File: src/hw/aluPkg.sv
// Execute-side encodings: ALU operation codes, branch kinds and the data word type
package aluPkg;

    localparam int wordW = 32;

    typedef logic [wordW-1:0] word;

    // Result for codes the ALU does not implement
    localparam word fillWord = 32'hDEADBEEF;

    typedef enum logic [3:0] {
        aluNop  = 4'd0,
        aluAdd  = 4'd1,
        aluSub  = 4'd2,
        aluSll  = 4'd3,
        aluSllv = 4'd4,
        aluSrl  = 4'd5,
        aluSrlv = 4'd6,
        aluSra  = 4'd7,
        aluSrav = 4'd8,
        aluAnd  = 4'd9,
        aluOr   = 4'd10,
        aluNor  = 4'd11,
        aluXor  = 4'd12,
        aluSlt  = 4'd13,
        aluNum2 = 4'd14,
        aluFill = 4'd15
    } aluOp;

    typedef enum logic [2:0] {
        brNone,
        brBeq,
        brBne,
        brBlez,
        brBgtz,
        brBltz,
        brBgez
    } branchKind;

endpackage

File: src/hw/mipsIsaPkg.sv
// MIPS-I instruction fields, opcode and funct codes, shared by the decoder and the testbench
package mipsIsaPkg;

    localparam int opcodeW = 6;
    localparam int regW    = 5;
    localparam int shamtW  = 5;
    localparam int functW  = 6;
    localparam int immW    = 16;

    // Primary opcodes
    localparam logic [opcodeW-1:0] opSpecial = 6'h00;
    localparam logic [opcodeW-1:0] opRegimm  = 6'h01;
    localparam logic [opcodeW-1:0] opBeq     = 6'h04;
    localparam logic [opcodeW-1:0] opBne     = 6'h05;
    localparam logic [opcodeW-1:0] opBlez    = 6'h06;
    localparam logic [opcodeW-1:0] opBgtz    = 6'h07;
    localparam logic [opcodeW-1:0] opAddi    = 6'h08;
    localparam logic [opcodeW-1:0] opAddiu   = 6'h09;
    localparam logic [opcodeW-1:0] opSlti    = 6'h0a;
    localparam logic [opcodeW-1:0] opSltiu   = 6'h0b;
    localparam logic [opcodeW-1:0] opAndi    = 6'h0c;
    localparam logic [opcodeW-1:0] opOri     = 6'h0d;
    localparam logic [opcodeW-1:0] opXori    = 6'h0e;
    localparam logic [opcodeW-1:0] opLui     = 6'h0f;

    // Funct codes under opSpecial
    localparam logic [functW-1:0] fnSll  = 6'h00;
    localparam logic [functW-1:0] fnSrl  = 6'h02;
    localparam logic [functW-1:0] fnSra  = 6'h03;
    localparam logic [functW-1:0] fnSllv = 6'h04;
    localparam logic [functW-1:0] fnSrlv = 6'h06;
    localparam logic [functW-1:0] fnSrav = 6'h07;
    localparam logic [functW-1:0] fnAdd  = 6'h20;
    localparam logic [functW-1:0] fnAddu = 6'h21;
    localparam logic [functW-1:0] fnSub  = 6'h22;
    localparam logic [functW-1:0] fnSubu = 6'h23;
    localparam logic [functW-1:0] fnAnd  = 6'h24;
    localparam logic [functW-1:0] fnOr   = 6'h25;
    localparam logic [functW-1:0] fnXor  = 6'h26;
    localparam logic [functW-1:0] fnNor  = 6'h27;
    localparam logic [functW-1:0] fnSlt  = 6'h2a;
    localparam logic [functW-1:0] fnSltu = 6'h2b;

    // Branch selectors carried in rt under opRegimm
    localparam logic [regW-1:0] rtBltz = 5'h00;
    localparam logic [regW-1:0] rtBgez = 5'h01;

    typedef struct packed {
        logic [opcodeW-1:0] opcode;
        logic [regW-1:0]    rs;
        logic [regW-1:0]    rt;
        logic [regW-1:0]    rd;
        logic [shamtW-1:0]  shamt;
        logic [functW-1:0]  funct;
    } rFields;

    typedef struct packed {
        logic [opcodeW-1:0] opcode;
        logic [regW-1:0]    rs;
        logic [regW-1:0]    rt;
        logic [immW-1:0]    imm;
    } iFields;

    // Same 32 bits, read as register or immediate format
    typedef union packed {
        rFields rType;
        iFields iType;
    } instrWord;

endpackage

File: src/hw/execCtrlIf.sv
// Decoded control bundle, driven by the decoder and read by the ALU, branch unit and commit
`timescale 1ns/1ps

interface execCtrlIf;

    aluPkg::aluOp                  op;
    logic [mipsIsaPkg::shamtW-1:0] shamt;
    logic                          aluUnsigned;
    logic                          useImm;
    aluPkg::word                   immExt;
    aluPkg::branchKind             brKind;
    logic                          regWrite;
    logic                          riExc;

    modport decoder (
        output op, shamt, aluUnsigned, useImm, immExt, brKind, regWrite, riExc
    );

    modport alu (
        input op, shamt, aluUnsigned, useImm, immExt
    );

    modport branch (
        input brKind, immExt
    );

    // Exception and writeback state for the output register
    modport commit (
        input regWrite, riExc, brKind
    );

endinterface

File: src/hw/aluCore.sv
// Combinational integer ALU of the execute stage, producing the result and signed overflow
`timescale 1ns/1ps

module aluCore (
    execCtrlIf.alu      ctrl,
    input  aluPkg::word rs,
    input  aluPkg::word rt,
    output aluPkg::word result,
    output logic        ovfExc
);

    aluPkg::word opB;
    logic [4:0]  varAmt;
    logic [32:0] sumExt;
    logic [32:0] diffExt;
    logic        overflow;

    assign opB    = ctrl.useImm ? ctrl.immExt : rt;
    assign varAmt = rs[4:0];

    // One extra sign bit, overflow when the top two bits differ
    assign sumExt  = {rs[31], rs} + {opB[31], opB};
    assign diffExt = {rs[31], rs} - {opB[31], opB};

    // Unsigned forms never trap
    assign ovfExc = overflow & ~ctrl.aluUnsigned;

    always_comb begin
        overflow = 1'b0;
        case (ctrl.op)
            aluPkg::aluNop:  result = '0;
            aluPkg::aluAdd: begin
                result   = sumExt[31:0];
                overflow = sumExt[32] != sumExt[31];
            end
            aluPkg::aluSub: begin
                result   = diffExt[31:0];
                overflow = diffExt[32] != diffExt[31];
            end
            aluPkg::aluSll:  result = opB << ctrl.shamt;
            aluPkg::aluSllv: result = opB << varAmt;
            aluPkg::aluSrl:  result = opB >> ctrl.shamt;
            aluPkg::aluSrlv: result = opB >> varAmt;
            aluPkg::aluSra:  result = $signed(opB) >>> ctrl.shamt;
            aluPkg::aluSrav: result = $signed(opB) >>> varAmt;
            aluPkg::aluAnd:  result = rs & opB;
            aluPkg::aluOr:   result = rs | opB;
            aluPkg::aluNor:  result = ~(rs | opB);
            aluPkg::aluXor:  result = rs ^ opB;
            aluPkg::aluSlt: begin
                if (ctrl.aluUnsigned)
                    result = {31'b0, rs < opB};
                else
                    result = {31'b0, $signed(rs) < $signed(opB)};
            end
            aluPkg::aluNum2: result = opB;
            default:         result = aluPkg::fillWord;
        endcase
    end

endmodule

File: src/hw/branchUnit.sv
// Conditional branch evaluation and target address for the execute stage
`timescale 1ns/1ps

module branchUnit (
    execCtrlIf.branch   ctrl,
    input  aluPkg::word rs,
    input  aluPkg::word rt,
    input  aluPkg::word pc,
    output logic        taken,
    output aluPkg::word target
);

    logic equal;
    logic rsNeg;
    logic rsZero;

    assign equal  = rs == rt;
    assign rsNeg  = rs[31];
    assign rsZero = rs == '0;

    // Immediate already sign-extended by the decoder, scale to a word offset
    assign target = pc + 32'd4 + {ctrl.immExt[29:0], 2'b00};

    always_comb begin
        case (ctrl.brKind)
            aluPkg::brBeq:  taken = equal;
            aluPkg::brBne:  taken = ~equal;
            aluPkg::brBlez: taken = rsNeg | rsZero;
            aluPkg::brBgtz: taken = ~rsNeg & ~rsZero;
            aluPkg::brBltz: taken = rsNeg;
            aluPkg::brBgez: taken = ~rsNeg;
            default:        taken = 1'b0;
        endcase
    end

endmodule

File: src/hw/execCommit.sv
// Output register of the execute stage, merging ALU, branch and exception results
`timescale 1ns/1ps

module execCommit (
    input  logic        clk,
    input  logic        rst,
    input  logic        inValid,
    execCtrlIf.commit   ctrl,
    input  aluPkg::word aluResult,
    input  logic        aluOvf,
    input  logic        brTaken,
    input  aluPkg::word brTarget,
    output logic        outValid,
    output aluPkg::word result,
    output logic        regWrite,
    output logic        ovfExc,
    output logic        riExc,
    output logic        branchTaken,
    output aluPkg::word branchTarget
);

    logic ovfNow;
    logic isBranch;

    // Reserved instruction takes priority over overflow
    assign ovfNow   = aluOvf & ~ctrl.riExc;
    assign isBranch = ctrl.brKind != aluPkg::brNone;

    always_ff @(posedge clk) begin
        if (rst) begin
            outValid    <= 1'b0;
            regWrite    <= 1'b0;
            ovfExc      <= 1'b0;
            riExc       <= 1'b0;
            branchTaken <= 1'b0;
        end else begin
            outValid    <= inValid;
            regWrite    <= inValid & ctrl.regWrite & ~ovfNow;
            ovfExc      <= inValid & ovfNow;
            riExc       <= inValid & ctrl.riExc;
            branchTaken <= inValid & isBranch & brTaken;
        end
    end

    always_ff @(posedge clk) begin
        if (inValid) begin
            result       <= aluResult;
            branchTarget <= brTarget;
        end
    end

endmodule

File: src/hw/execStage.sv
// Top of the MIPS-I execute stage, one registered result per valid instruction
`timescale 1ns/1ps

module execStage (
    input  logic        clk,
    input  logic        rst,
    input  logic        inValid,
    input  logic [31:0] instr,
    input  logic [31:0] pc,
    input  logic [31:0] rs,
    input  logic [31:0] rt,
    output logic        outValid,
    output logic [31:0] result,
    output logic        regWrite,
    output logic        ovfExc,
    output logic        riExc,
    output logic        branchTaken,
    output logic [31:0] branchTarget
);

    aluPkg::word aluResult;
    logic        aluOvf;
    logic        brTaken;
    aluPkg::word brTarget;

    execCtrlIf ctrlBus ();

    instrDecode decode_i (
        .instr (instr),
        .ctrl  (ctrlBus.decoder)
    );

    aluCore alu_i (
        .ctrl   (ctrlBus.alu),
        .rs     (rs),
        .rt     (rt),
        .result (aluResult),
        .ovfExc (aluOvf)
    );

    branchUnit branch_i (
        .ctrl   (ctrlBus.branch),
        .rs     (rs),
        .rt     (rt),
        .pc     (pc),
        .taken  (brTaken),
        .target (brTarget)
    );

    execCommit commit_i (
        .clk          (clk),
        .rst          (rst),
        .inValid      (inValid),
        .ctrl         (ctrlBus.commit),
        .aluResult    (aluResult),
        .aluOvf       (aluOvf),
        .brTaken      (brTaken),
        .brTarget     (brTarget),
        .outValid     (outValid),
        .result       (result),
        .regWrite     (regWrite),
        .ovfExc       (ovfExc),
        .riExc        (riExc),
        .branchTaken  (branchTaken),
        .branchTarget (branchTarget)
    );

endmodule

File: src/hw/instrDecode.sv
// Combinational instruction decoder, turns one MIPS-I word into the execute control bundle
`timescale 1ns/1ps

module instrDecode (
    input  mipsIsaPkg::instrWord instr,
    execCtrlIf.decoder           ctrl
);

    aluPkg::word signExt;
    aluPkg::word zeroExt;
    aluPkg::word upperImm;

    assign signExt  = {{16{instr.iType.imm[15]}}, instr.iType.imm};
    assign zeroExt  = {16'h0000, instr.iType.imm};
    assign upperImm = {instr.iType.imm, 16'h0000};

    always_comb begin
        ctrl.op          = aluPkg::aluNop;
        ctrl.shamt       = instr.rType.shamt;
        ctrl.aluUnsigned = 1'b0;
        ctrl.useImm      = 1'b0;
        ctrl.immExt      = signExt;
        ctrl.brKind      = aluPkg::brNone;
        ctrl.regWrite    = 1'b0;
        ctrl.riExc       = 1'b0;

        case (instr.iType.opcode)
            mipsIsaPkg::opSpecial: begin
                ctrl.regWrite = 1'b1;
                case (instr.rType.funct)
                    mipsIsaPkg::fnSll:  ctrl.op = aluPkg::aluSll;
                    mipsIsaPkg::fnSrl:  ctrl.op = aluPkg::aluSrl;
                    mipsIsaPkg::fnSra:  ctrl.op = aluPkg::aluSra;
                    mipsIsaPkg::fnSllv: ctrl.op = aluPkg::aluSllv;
                    mipsIsaPkg::fnSrlv: ctrl.op = aluPkg::aluSrlv;
                    mipsIsaPkg::fnSrav: ctrl.op = aluPkg::aluSrav;
                    mipsIsaPkg::fnAdd:  ctrl.op = aluPkg::aluAdd;
                    mipsIsaPkg::fnAddu: begin
                        ctrl.op          = aluPkg::aluAdd;
                        ctrl.aluUnsigned = 1'b1;
                    end
                    mipsIsaPkg::fnSub:  ctrl.op = aluPkg::aluSub;
                    mipsIsaPkg::fnSubu: begin
                        ctrl.op          = aluPkg::aluSub;
                        ctrl.aluUnsigned = 1'b1;
                    end
                    mipsIsaPkg::fnAnd:  ctrl.op = aluPkg::aluAnd;
                    mipsIsaPkg::fnOr:   ctrl.op = aluPkg::aluOr;
                    mipsIsaPkg::fnXor:  ctrl.op = aluPkg::aluXor;
                    mipsIsaPkg::fnNor:  ctrl.op = aluPkg::aluNor;
                    mipsIsaPkg::fnSlt:  ctrl.op = aluPkg::aluSlt;
                    mipsIsaPkg::fnSltu: begin
                        ctrl.op          = aluPkg::aluSlt;
                        ctrl.aluUnsigned = 1'b1;
                    end
                    default: begin
                        ctrl.regWrite = 1'b0;
                        ctrl.riExc    = 1'b1;
                    end
                endcase
            end
            // bltz and bgez share one opcode, rt picks which
            mipsIsaPkg::opRegimm: begin
                case (instr.iType.rt)
                    mipsIsaPkg::rtBltz: ctrl.brKind = aluPkg::brBltz;
                    mipsIsaPkg::rtBgez: ctrl.brKind = aluPkg::brBgez;
                    default:            ctrl.riExc  = 1'b1;
                endcase
            end
            mipsIsaPkg::opBeq:  ctrl.brKind = aluPkg::brBeq;
            mipsIsaPkg::opBne:  ctrl.brKind = aluPkg::brBne;
            mipsIsaPkg::opBlez: ctrl.brKind = aluPkg::brBlez;
            mipsIsaPkg::opBgtz: ctrl.brKind = aluPkg::brBgtz;
            mipsIsaPkg::opAddi, mipsIsaPkg::opAddiu: begin
                ctrl.op          = aluPkg::aluAdd;
                ctrl.useImm      = 1'b1;
                ctrl.regWrite    = 1'b1;
                ctrl.aluUnsigned = (instr.iType.opcode == mipsIsaPkg::opAddiu);
            end
            mipsIsaPkg::opSlti, mipsIsaPkg::opSltiu: begin
                ctrl.op          = aluPkg::aluSlt;
                ctrl.useImm      = 1'b1;
                ctrl.regWrite    = 1'b1;
                ctrl.aluUnsigned = (instr.iType.opcode == mipsIsaPkg::opSltiu);
            end
            // Logical immediates are zero-extended
            mipsIsaPkg::opAndi, mipsIsaPkg::opOri, mipsIsaPkg::opXori: begin
                ctrl.useImm   = 1'b1;
                ctrl.regWrite = 1'b1;
                ctrl.immExt   = zeroExt;
                if (instr.iType.opcode == mipsIsaPkg::opAndi)
                    ctrl.op = aluPkg::aluAnd;
                else if (instr.iType.opcode == mipsIsaPkg::opOri)
                    ctrl.op = aluPkg::aluOr;
                else
                    ctrl.op = aluPkg::aluXor;
            end
            mipsIsaPkg::opLui: begin
                ctrl.op       = aluPkg::aluNum2;
                ctrl.useImm   = 1'b1;
                ctrl.regWrite = 1'b1;
                ctrl.immExt   = upperImm;
            end
            default: ctrl.riExc = 1'b1;
        endcase
    end

endmodule

File: config.mk
export PLATFORM = sky130hd
export DESIGN_NAME = execStage
export DESIGN_NICKNAME = d
export VERILOG_FILES = /design/src/hw/aluPkg.sv /design/src/hw/mipsIsaPkg.sv /design/src/hw/execCtrlIf.sv /design/src/hw/aluCore.sv /design/src/hw/branchUnit.sv /design/src/hw/execCommit.sv /design/src/hw/execStage.sv /design/src/hw/instrDecode.sv
export SDC_FILE = /design/constraint.sdc
export NUM_CORES = 1
export LEC_CHECK = 0
export BUFFER_PORTS_ARGS = -buffer_cell sky130_fd_sc_hd__buf_2
export CAP_MARGIN = 0
export CELL_PAD_IN_SITES_DETAIL_PLACEMENT = 0
export CELL_PAD_IN_SITES_GLOBAL_PLACEMENT = 1
export CORE_MARGIN = 3
export CORE_UTILIZATION = 48
export CTS_BUF_LIST = sky130_fd_sc_hd__clkbuf_8
export DETAILED_ROUTE_END_ITERATION = 10
export PLACE_DENSITY_LB_ADDON = 0.1
export SLEW_MARGIN = 20
export SYNTH_ARGS = -nofsm -noshare
export SYNTH_HDL_FRONTEND = slang
export SYNTH_HIERARCHICAL = 1
export SYNTH_SLANG_ARGS = --single-unit
File: constraint.sdc
create_clock -name clk -period 9.1 [get_ports clk]
set_clock_uncertainty 0.1 [all_clocks]
set_input_delay 0.455 -clock clk [delete_from_list [all_inputs] [get_ports clk]]
set_output_delay 0.455 -clock clk [all_outputs]
set_load 0.03 [all_outputs]
Word level (Yosys, flattened, before mapping) --
Cells that the tools add are included.
Operators by class: add/sub/neg operators 4, magnitude comparators 2, equality and inequality tests 52, shift operators 6, mux-type cells 20, bitwise operators 20, reductions and logical operators 17
Operator list (count):
- one-hot mux 32 bit (15 select lines) | 1
- < comparator 32 bit | 2
- one-hot mux 32 bit (2 select lines) | 1
- << shifter 32 x 5 -> 32 bit | 2
- >> shifter 32 x 5 -> 32 bit | 2
- >>> shifter 32 x 5 -> 32 bit | 2
- equality test 6 bit (second input constant) | 10
- one-hot mux 4 bit (13 select lines) | 1
- equality test 6 x 4 -> 1 bit (second input constant) | 8
- equality test 6 x 3 -> 1 bit (second input constant) | 7
- adder 32 x 32 -> 33 bit | 1
- subtractor 32 x 32 -> 33 bit | 1
- adder 32 x 3 -> 32 bit (second input constant) | 1
- adder 32 bit | 1
- bitwise AND 32 bit | 1
- equality test 32 bit | 1
- logical NOT 32 bit | 1
- two-way mux 32 bit | 1
- NOT 32 bit | 1
- bitwise OR 32 bit | 1
- XOR 32 bit | 1
- equality test 4 bit (second input constant) | 7
- one-hot mux 4 bit (5 select lines) | 1
- equality test 4 x 3 -> 1 bit (second input constant) | 4
- 29 further kinds | 62
Word-level totals: flip-flop bits (word level) 69, input port bits 131, output and inout port bits 69, word-level logic and storage cells 128

Logic depth before layout (Yosys ltp) --
depth after elaboration 11, mapped depth 22, depth with buffers taken out 21

Modules after synthesis --
The synthesis kept the hierarchy.
Modules (own cells, without submodules):
- aluCore | instances 1, cells an instance 1796, area an instance 11364.6 sq um, seq. area each 0.0 sq um
- branchUnit | instances 1, cells an instance 307, area an instance 2314.7 sq um, seq. area each 0.0 sq um
- execCommit | instances 1, cells an instance 75, area an instance 2080.7 sq um, seq. area each 2021.9 sq um
- instrDecode | instances 1, cells an instance 122, area an instance 755.7 sq um, seq. area each 0.0 sq um

Least setup slack after synthesis --
OpenSTA, ideal clock, no wires.
path kind input -> register, start in instr[31], end reg commit_i.regWrite, setup time 0.116 ns, arrival 4.506 ns, data required time 8.884 ns, slack 4.378 ns, stages 22, path buffers 1, path through nor2_2 -> and3_1 -> and3_1 -> buf_2 -> nor2_1 -> mux2i_1 -> inv_1 -> ha_1 -> inv_1 -> fa_1 -> nor2b_1 -> o31ai_1 -> a21oi_1 -> o311ai_2 -> a31oi_1 -> a21oi_2 -> o21ai_1 -> a31o_1 -> mux2i_1 -> a21oi_1 -> nand2b_4 -> and3_1
On the way: cells in the longest elaborated chain, start to end 11, elaborated cells between the ends (all ways) 42, those cells by class add/sub: 2; eq/ne: 17; mux: 10; bitwise: 7; reduce/logical: 6
Ends and longest elaborated chain:
- start: declaration | RTL line execStage.sv:8 | input logic [31:0] instr,
- equality test 6 x 4 -> 1 bit | RTL line instrDecode.sv:27 | case (instr.iType.opcode)
- OR reduction 3 bit | RTL line instrDecode.sv:27
- one-hot mux 32 bit (2 select lines) (*) | RTL line instrDecode.sv:27
- via ctrlBus.immExt[0] | RTL line execCtrlIf.sv:10 | aluPkg::word immExt;
- two-way mux 32 bit (*) | RTL line aluCore.sv:18 | assign opB = ctrl.useImm ? ctrl.immExt : rt;
- subtractor 32 x 32 -> 33 bit or adder 32 x 32 -> 33 bit (tied branches) | RTL line aluCore.sv:23, aluCore.sv:22
- != test 1 bit (on tied branches) | RTL line aluCore.sv:38, aluCore.sv:34
- one-hot mux 1 bit (2 select lines) (*) | RTL line aluCore.sv:30 | case (ctrl.op)
- bitwise AND 1 bit (*) | RTL line aluCore.sv:26 | assign ovfExc = overflow & ~ctrl.aluUnsigned;
- via aluOvf | RTL line execStage.sv:22 | logic aluOvf;
- bitwise AND 1 bit (*) | RTL line execCommit.sv:26 | assign ovfNow = aluOvf & ~ctrl.riExc;
- NOT 1 bit (*) | RTL line execCommit.sv:38 | regWrite <= inValid & ctrl.regWrite & ~ovfNow;
- bitwise AND 1 bit (*) | RTL line execCommit.sv:38
- end signal: assignment | RTL line execCommit.sv:38
- end: declaration | RTL line execCommit.sv:15 | output logic regWrite,
The timed path passes the listed nets; every way through them passes the cells marked *. A chain may end at the register's enable or synchronous reset.

Worst setup path after layout --
start in instr[31], end reg commit_i.result[30], data pin
On the way: elaborated cells between the ends (all ways) 47, those cells by class add/sub: 2; eq/ne: 22; shift: 6; mux: 7; bitwise: 4; reduce/logical: 6
RTL lines:
- equality test 6 x 4 -> 1 bit | RTL line instrDecode.sv:27
- OR reduction 3 bit | RTL line instrDecode.sv:27
- one-hot mux 32 bit (2 select lines) (*) | RTL line instrDecode.sv:27
- via ctrlBus.immExt[3] | RTL line execCtrlIf.sv:10
- two-way mux 32 bit (*) | RTL line aluCore.sv:18
- subtractor 32 x 32 -> 33 bit, or another cell as far along | RTL line aluCore.sv:23 | assign diffExt = {rs[31], rs} - {opB[31], opB};
- one-hot mux 32 bit (15 select lines) (*) | RTL line aluCore.sv:30
- via aluResult[30] | RTL line execStage.sv:21 | aluPkg::word aluResult;
- end signal: assignment | RTL line execCommit.sv:47 | result <= aluResult;
- end: declaration | RTL line execCommit.sv:14 | output aluPkg::word result,
Marked as above.

==> results.sh <==
export IMPL_synth_compound_area_frac=0.328
export IMPL_grt_pass1_vias=18400
export IMPL_yosysSeqAreaShare=0.122
export IMPL_p_int_mw=1.04
export IMPL_yosys_area_share_adder=0.120
export IMPL_synth_top_area_frac=0.116
export IMPL_antenna_found_initial=5
export IMPL_cp_max_fo=31
export IMPL_min_from="pc[1]"
export IMPL_finalCritPeriodShare=0.702
export IMPL_synth_area_mux_share=0.109
export IMPL_vias=20000
export IMPL_synth_area_leaders="edfxtp_1 (12%), ha_1 (12%), mux2i_1 (6.8%)"
export IMPL_start_kind="primary input"
export IMPL_grt_pass1_wl_mm=123
export IMPL_path_clk_slew_ns=0.11
export IMPL_wl_mm=87.3
export IMPL_viasPerCell=7.03
export IMPL_cts_buffer_depth=2
export IMPL_endpoint_kind="register"
export IMPL_drt_pass1_iter_count=9
export IMPL_slew_viol_final=0
export IMPL_synthArstFlopShare=0
export IMPL_outcome="finished, final reports clean"
export IMPL_crit_type="primary input to register"
export IMPL_design_area_um2=18000
export IMPL_dieWidth_um=191
export IMPL_pwr_share_clk=0.175
export IMPL_critPathArrivalTime_ns=6.42
export IMPL_slew_headroom=0.106
export IMPL_synth_warnings=6
export IMPL_comb_power_share=0.626
export IMPL_nFillCells=3410
export IMPL_gp_congestion=1.09
export IMPL_synth_nets=2587
export IMPL_seqPwrFrac=0.199
export IMPL_synth_distinct_cells=105
export IMPL_multiInputGateArea_um2=13300
export IMPL_initial_core_util=0.490
export IMPL_htree_levels=3
export IMPL_synth_most_common_cell="nand2_1"
export IMPL_grt_remaining_overflow=0
export IMPL_syn_area_um2=16500
export IMPL_synth_top_family_by_area="compound AO/OA/AOI/OAI gates"
export IMPL_die_area_um2=36700
export IMPL_drt_iter0_drc=3054
export IMPL_synthFlopType="edfxtp_1"
export IMPL_synth_xor_area_frac=0.0371
export IMPL_ir_drop_v=0.0000987
export IMPL_cts_resized=0
export IMPL_total_power_mw=2.14
export IMPL_regArea_um2=2020
export IMPL_wl_per_cell_um=30.6
export IMPL_synth_simple_area_share=0.207
export IMPL_ant_nets=0
export IMPL_hold_violations=0
export IMPL_synth_edf_count=64
export IMPL_rows=67
export IMPL_cts_root_buffer="clkbuf_8"
export IMPL_layout_nets=2678
export IMPL_cts_buffers=9
export IMPL_p_switching_mw=1.10
export IMPL_core_region_area_um2=33700
export IMPL_avgSynthCellArea_um2=7.18
export IMPL_syn_inst=2300
export IMPL_fin_crit_ns=6.39
export IMPL_drive_gt1_frac=0.162
export IMPL_die_h_um=191
export IMPL_max_slew_worst_pin_slew_ns=1.34
export IMPL_hpwl_mm=67.6
export IMPL_leakagePower_nw=7.58
export IMPL_fmax_mhz=157
export IMPL_ioPinCount=200
export IMPL_synth_top_cells_by_count="nand2_1 (272), nor2_1 (217), a21oi_1 (207)"
export IMPL_grt_use_total=0.461
export IMPL_finalSetupViolations=0
export IMPL_cts_hold_buf=0
export IMPL_drc=0
export IMPL_swShare=0.515
export IMPL_placed_area_um2=17700
export IMPL_cts_sinks=69
export IMPL_fin_setup_tns_ns=0
export IMPL_critical_path_required_ns=9.13
export IMPL_setup_worst_path_start="instr[31]"
export IMPL_synth_seq_cells=69
export IMPL_drv_cap=0
export IMPL_grt_max_degree=67
export IMPL_area_growth_syn_to_layout_pct=9.01
export IMPL_cts_setup_buffers=0
export IMPL_hold_class="primary input to register"
export IMPL_port_buffers=194
export IMPL_rsz0062_at_grt="no"
export IMPL_yosys_area_top_type="edfxtp_1"
export IMPL_cts_tree="yes"
export IMPL_power_density_nw_per_um2=119
==> layout by cell type, fill, tap and decap left out, types with 35 or more instances in the layout <==
| cell type | count |
|---|---|
| a211oi_1 | 35 |
| a21o_1 | 35 |
| a21oi_1 | 207 |
| buf_2 | 193 |
| buf_4 | 57 |
| edfxtp_1 | 64 |
| ha_1 | 153 |
| inv_1 | 99 |
| mux2i_1 | 102 |
| nand2_1 | 272 |
| nand3_1 | 52 |
| nor2_1 | 215 |
| nor2b_1 | 35 |
| nor3_1 | 42 |
| o211ai_1 | 69 |
| o21ai_0 | 147 |
| o21ai_1 | 44 |
| xnor2_1 | 46 |
==> state kept, by name, indices dropped and copies added, names as in the netlist <==
register	flops
commit_i/branchTaken	1
commit_i/branchTarget	32
commit_i/regWrite	1
commit_i/riExc	1
commit_i/result	32
commit_i/outValid	1
commit_i/ovfExc	1
==> worst paths after layout <==
check	to	slack, ns	cells after the start
worst min-delay path	commit_i/branchTarget[1]	0.11	1
worst max-delay path	commit_i/result[30]	2.71	18
==> critical path, cell delays in order <==
cell and delay [ns]:
buf_2 0.12, nor2_2 0.25, and3_1 0.26, and3_1 0.17, buf_4 0.30, nor2_1 0.13
mux2i_1 0.88, inv_1 0.39, ha_1 0.36, o31ai_1 0.43, a21oi_1 0.30, o311ai_2 0.70
a31oi_1 0.21, a21oi_2 0.39, o21ai_1 0.19, a221o_1 0.37, o21ai_1 0.19, o2111ai_1 0.31
==> power groups by stage <==
stage	clock [mW]	sequential (mW)	combinational, mW
after detailed placement	0	0.432	1.27
after global placement	0	0.431	1.26
final	0.374	0.425	1.34
after global routing	0.384	0.430	1.40
after CTS	0.374	0.426	1.28
after floorplan	0	0.536	0.739
==> cell families after synthesis <==
family | Yosys count
AO/OA/AOI/OAI | 821
AND/OR/NAND/NOR | 744
buffers and inverters | 283
multiplexers | 157
adder cells (fa/ha/maj) | 156
XOR/XNOR | 70
flip-flops | 69
==> per-layer routing <==
metal / global-route usage / share of wire / routed length (um)
met1: 0.579 / 0.38 / 32800
met2: 0.673 / 0.40 / 35200
met3: 0.162 / 0.14 / 12500
met5: 0 / 0.00060 / 52
met4: 0.282 / 0.078 / 6820
==> cell type report <==
class / instances / share of cell area
antenna: 5 / 0.000695
clock buffer: 9 / 0.00688
clock inverter: 7 / 0.00813
inverter: 113 / 0.0236
multi-input combinational: 1948 / 0.740
sequential: 69 / 0.112
tap: 448 / 0.0311
timing repair buffer: 250 / 0.0774
==> per-stage QoR <==
| step | cells | worst slack (ns) | utilization | hold WS, ns |
|---|---|---|---|---|
| 2_1_floorplan | 2300 | 4.38 | - | 0.428 |
| 5_1_grt | 2844 | 2.67 | 0.534 | 0.115 |
| 3_3_place_gp | 2828 | 2.71 | 0.526 | 0.537 |
| 3_5_place_dp | 2828 | 2.66 | 0.526 | 0.534 |
| 6_report | 2849 | 2.71 | 0.534 | 0.114 |
| 4_1_cts | 2844 | 3.08 | 0.534 | 0.104 |
(Power assumes the default switching activity.)
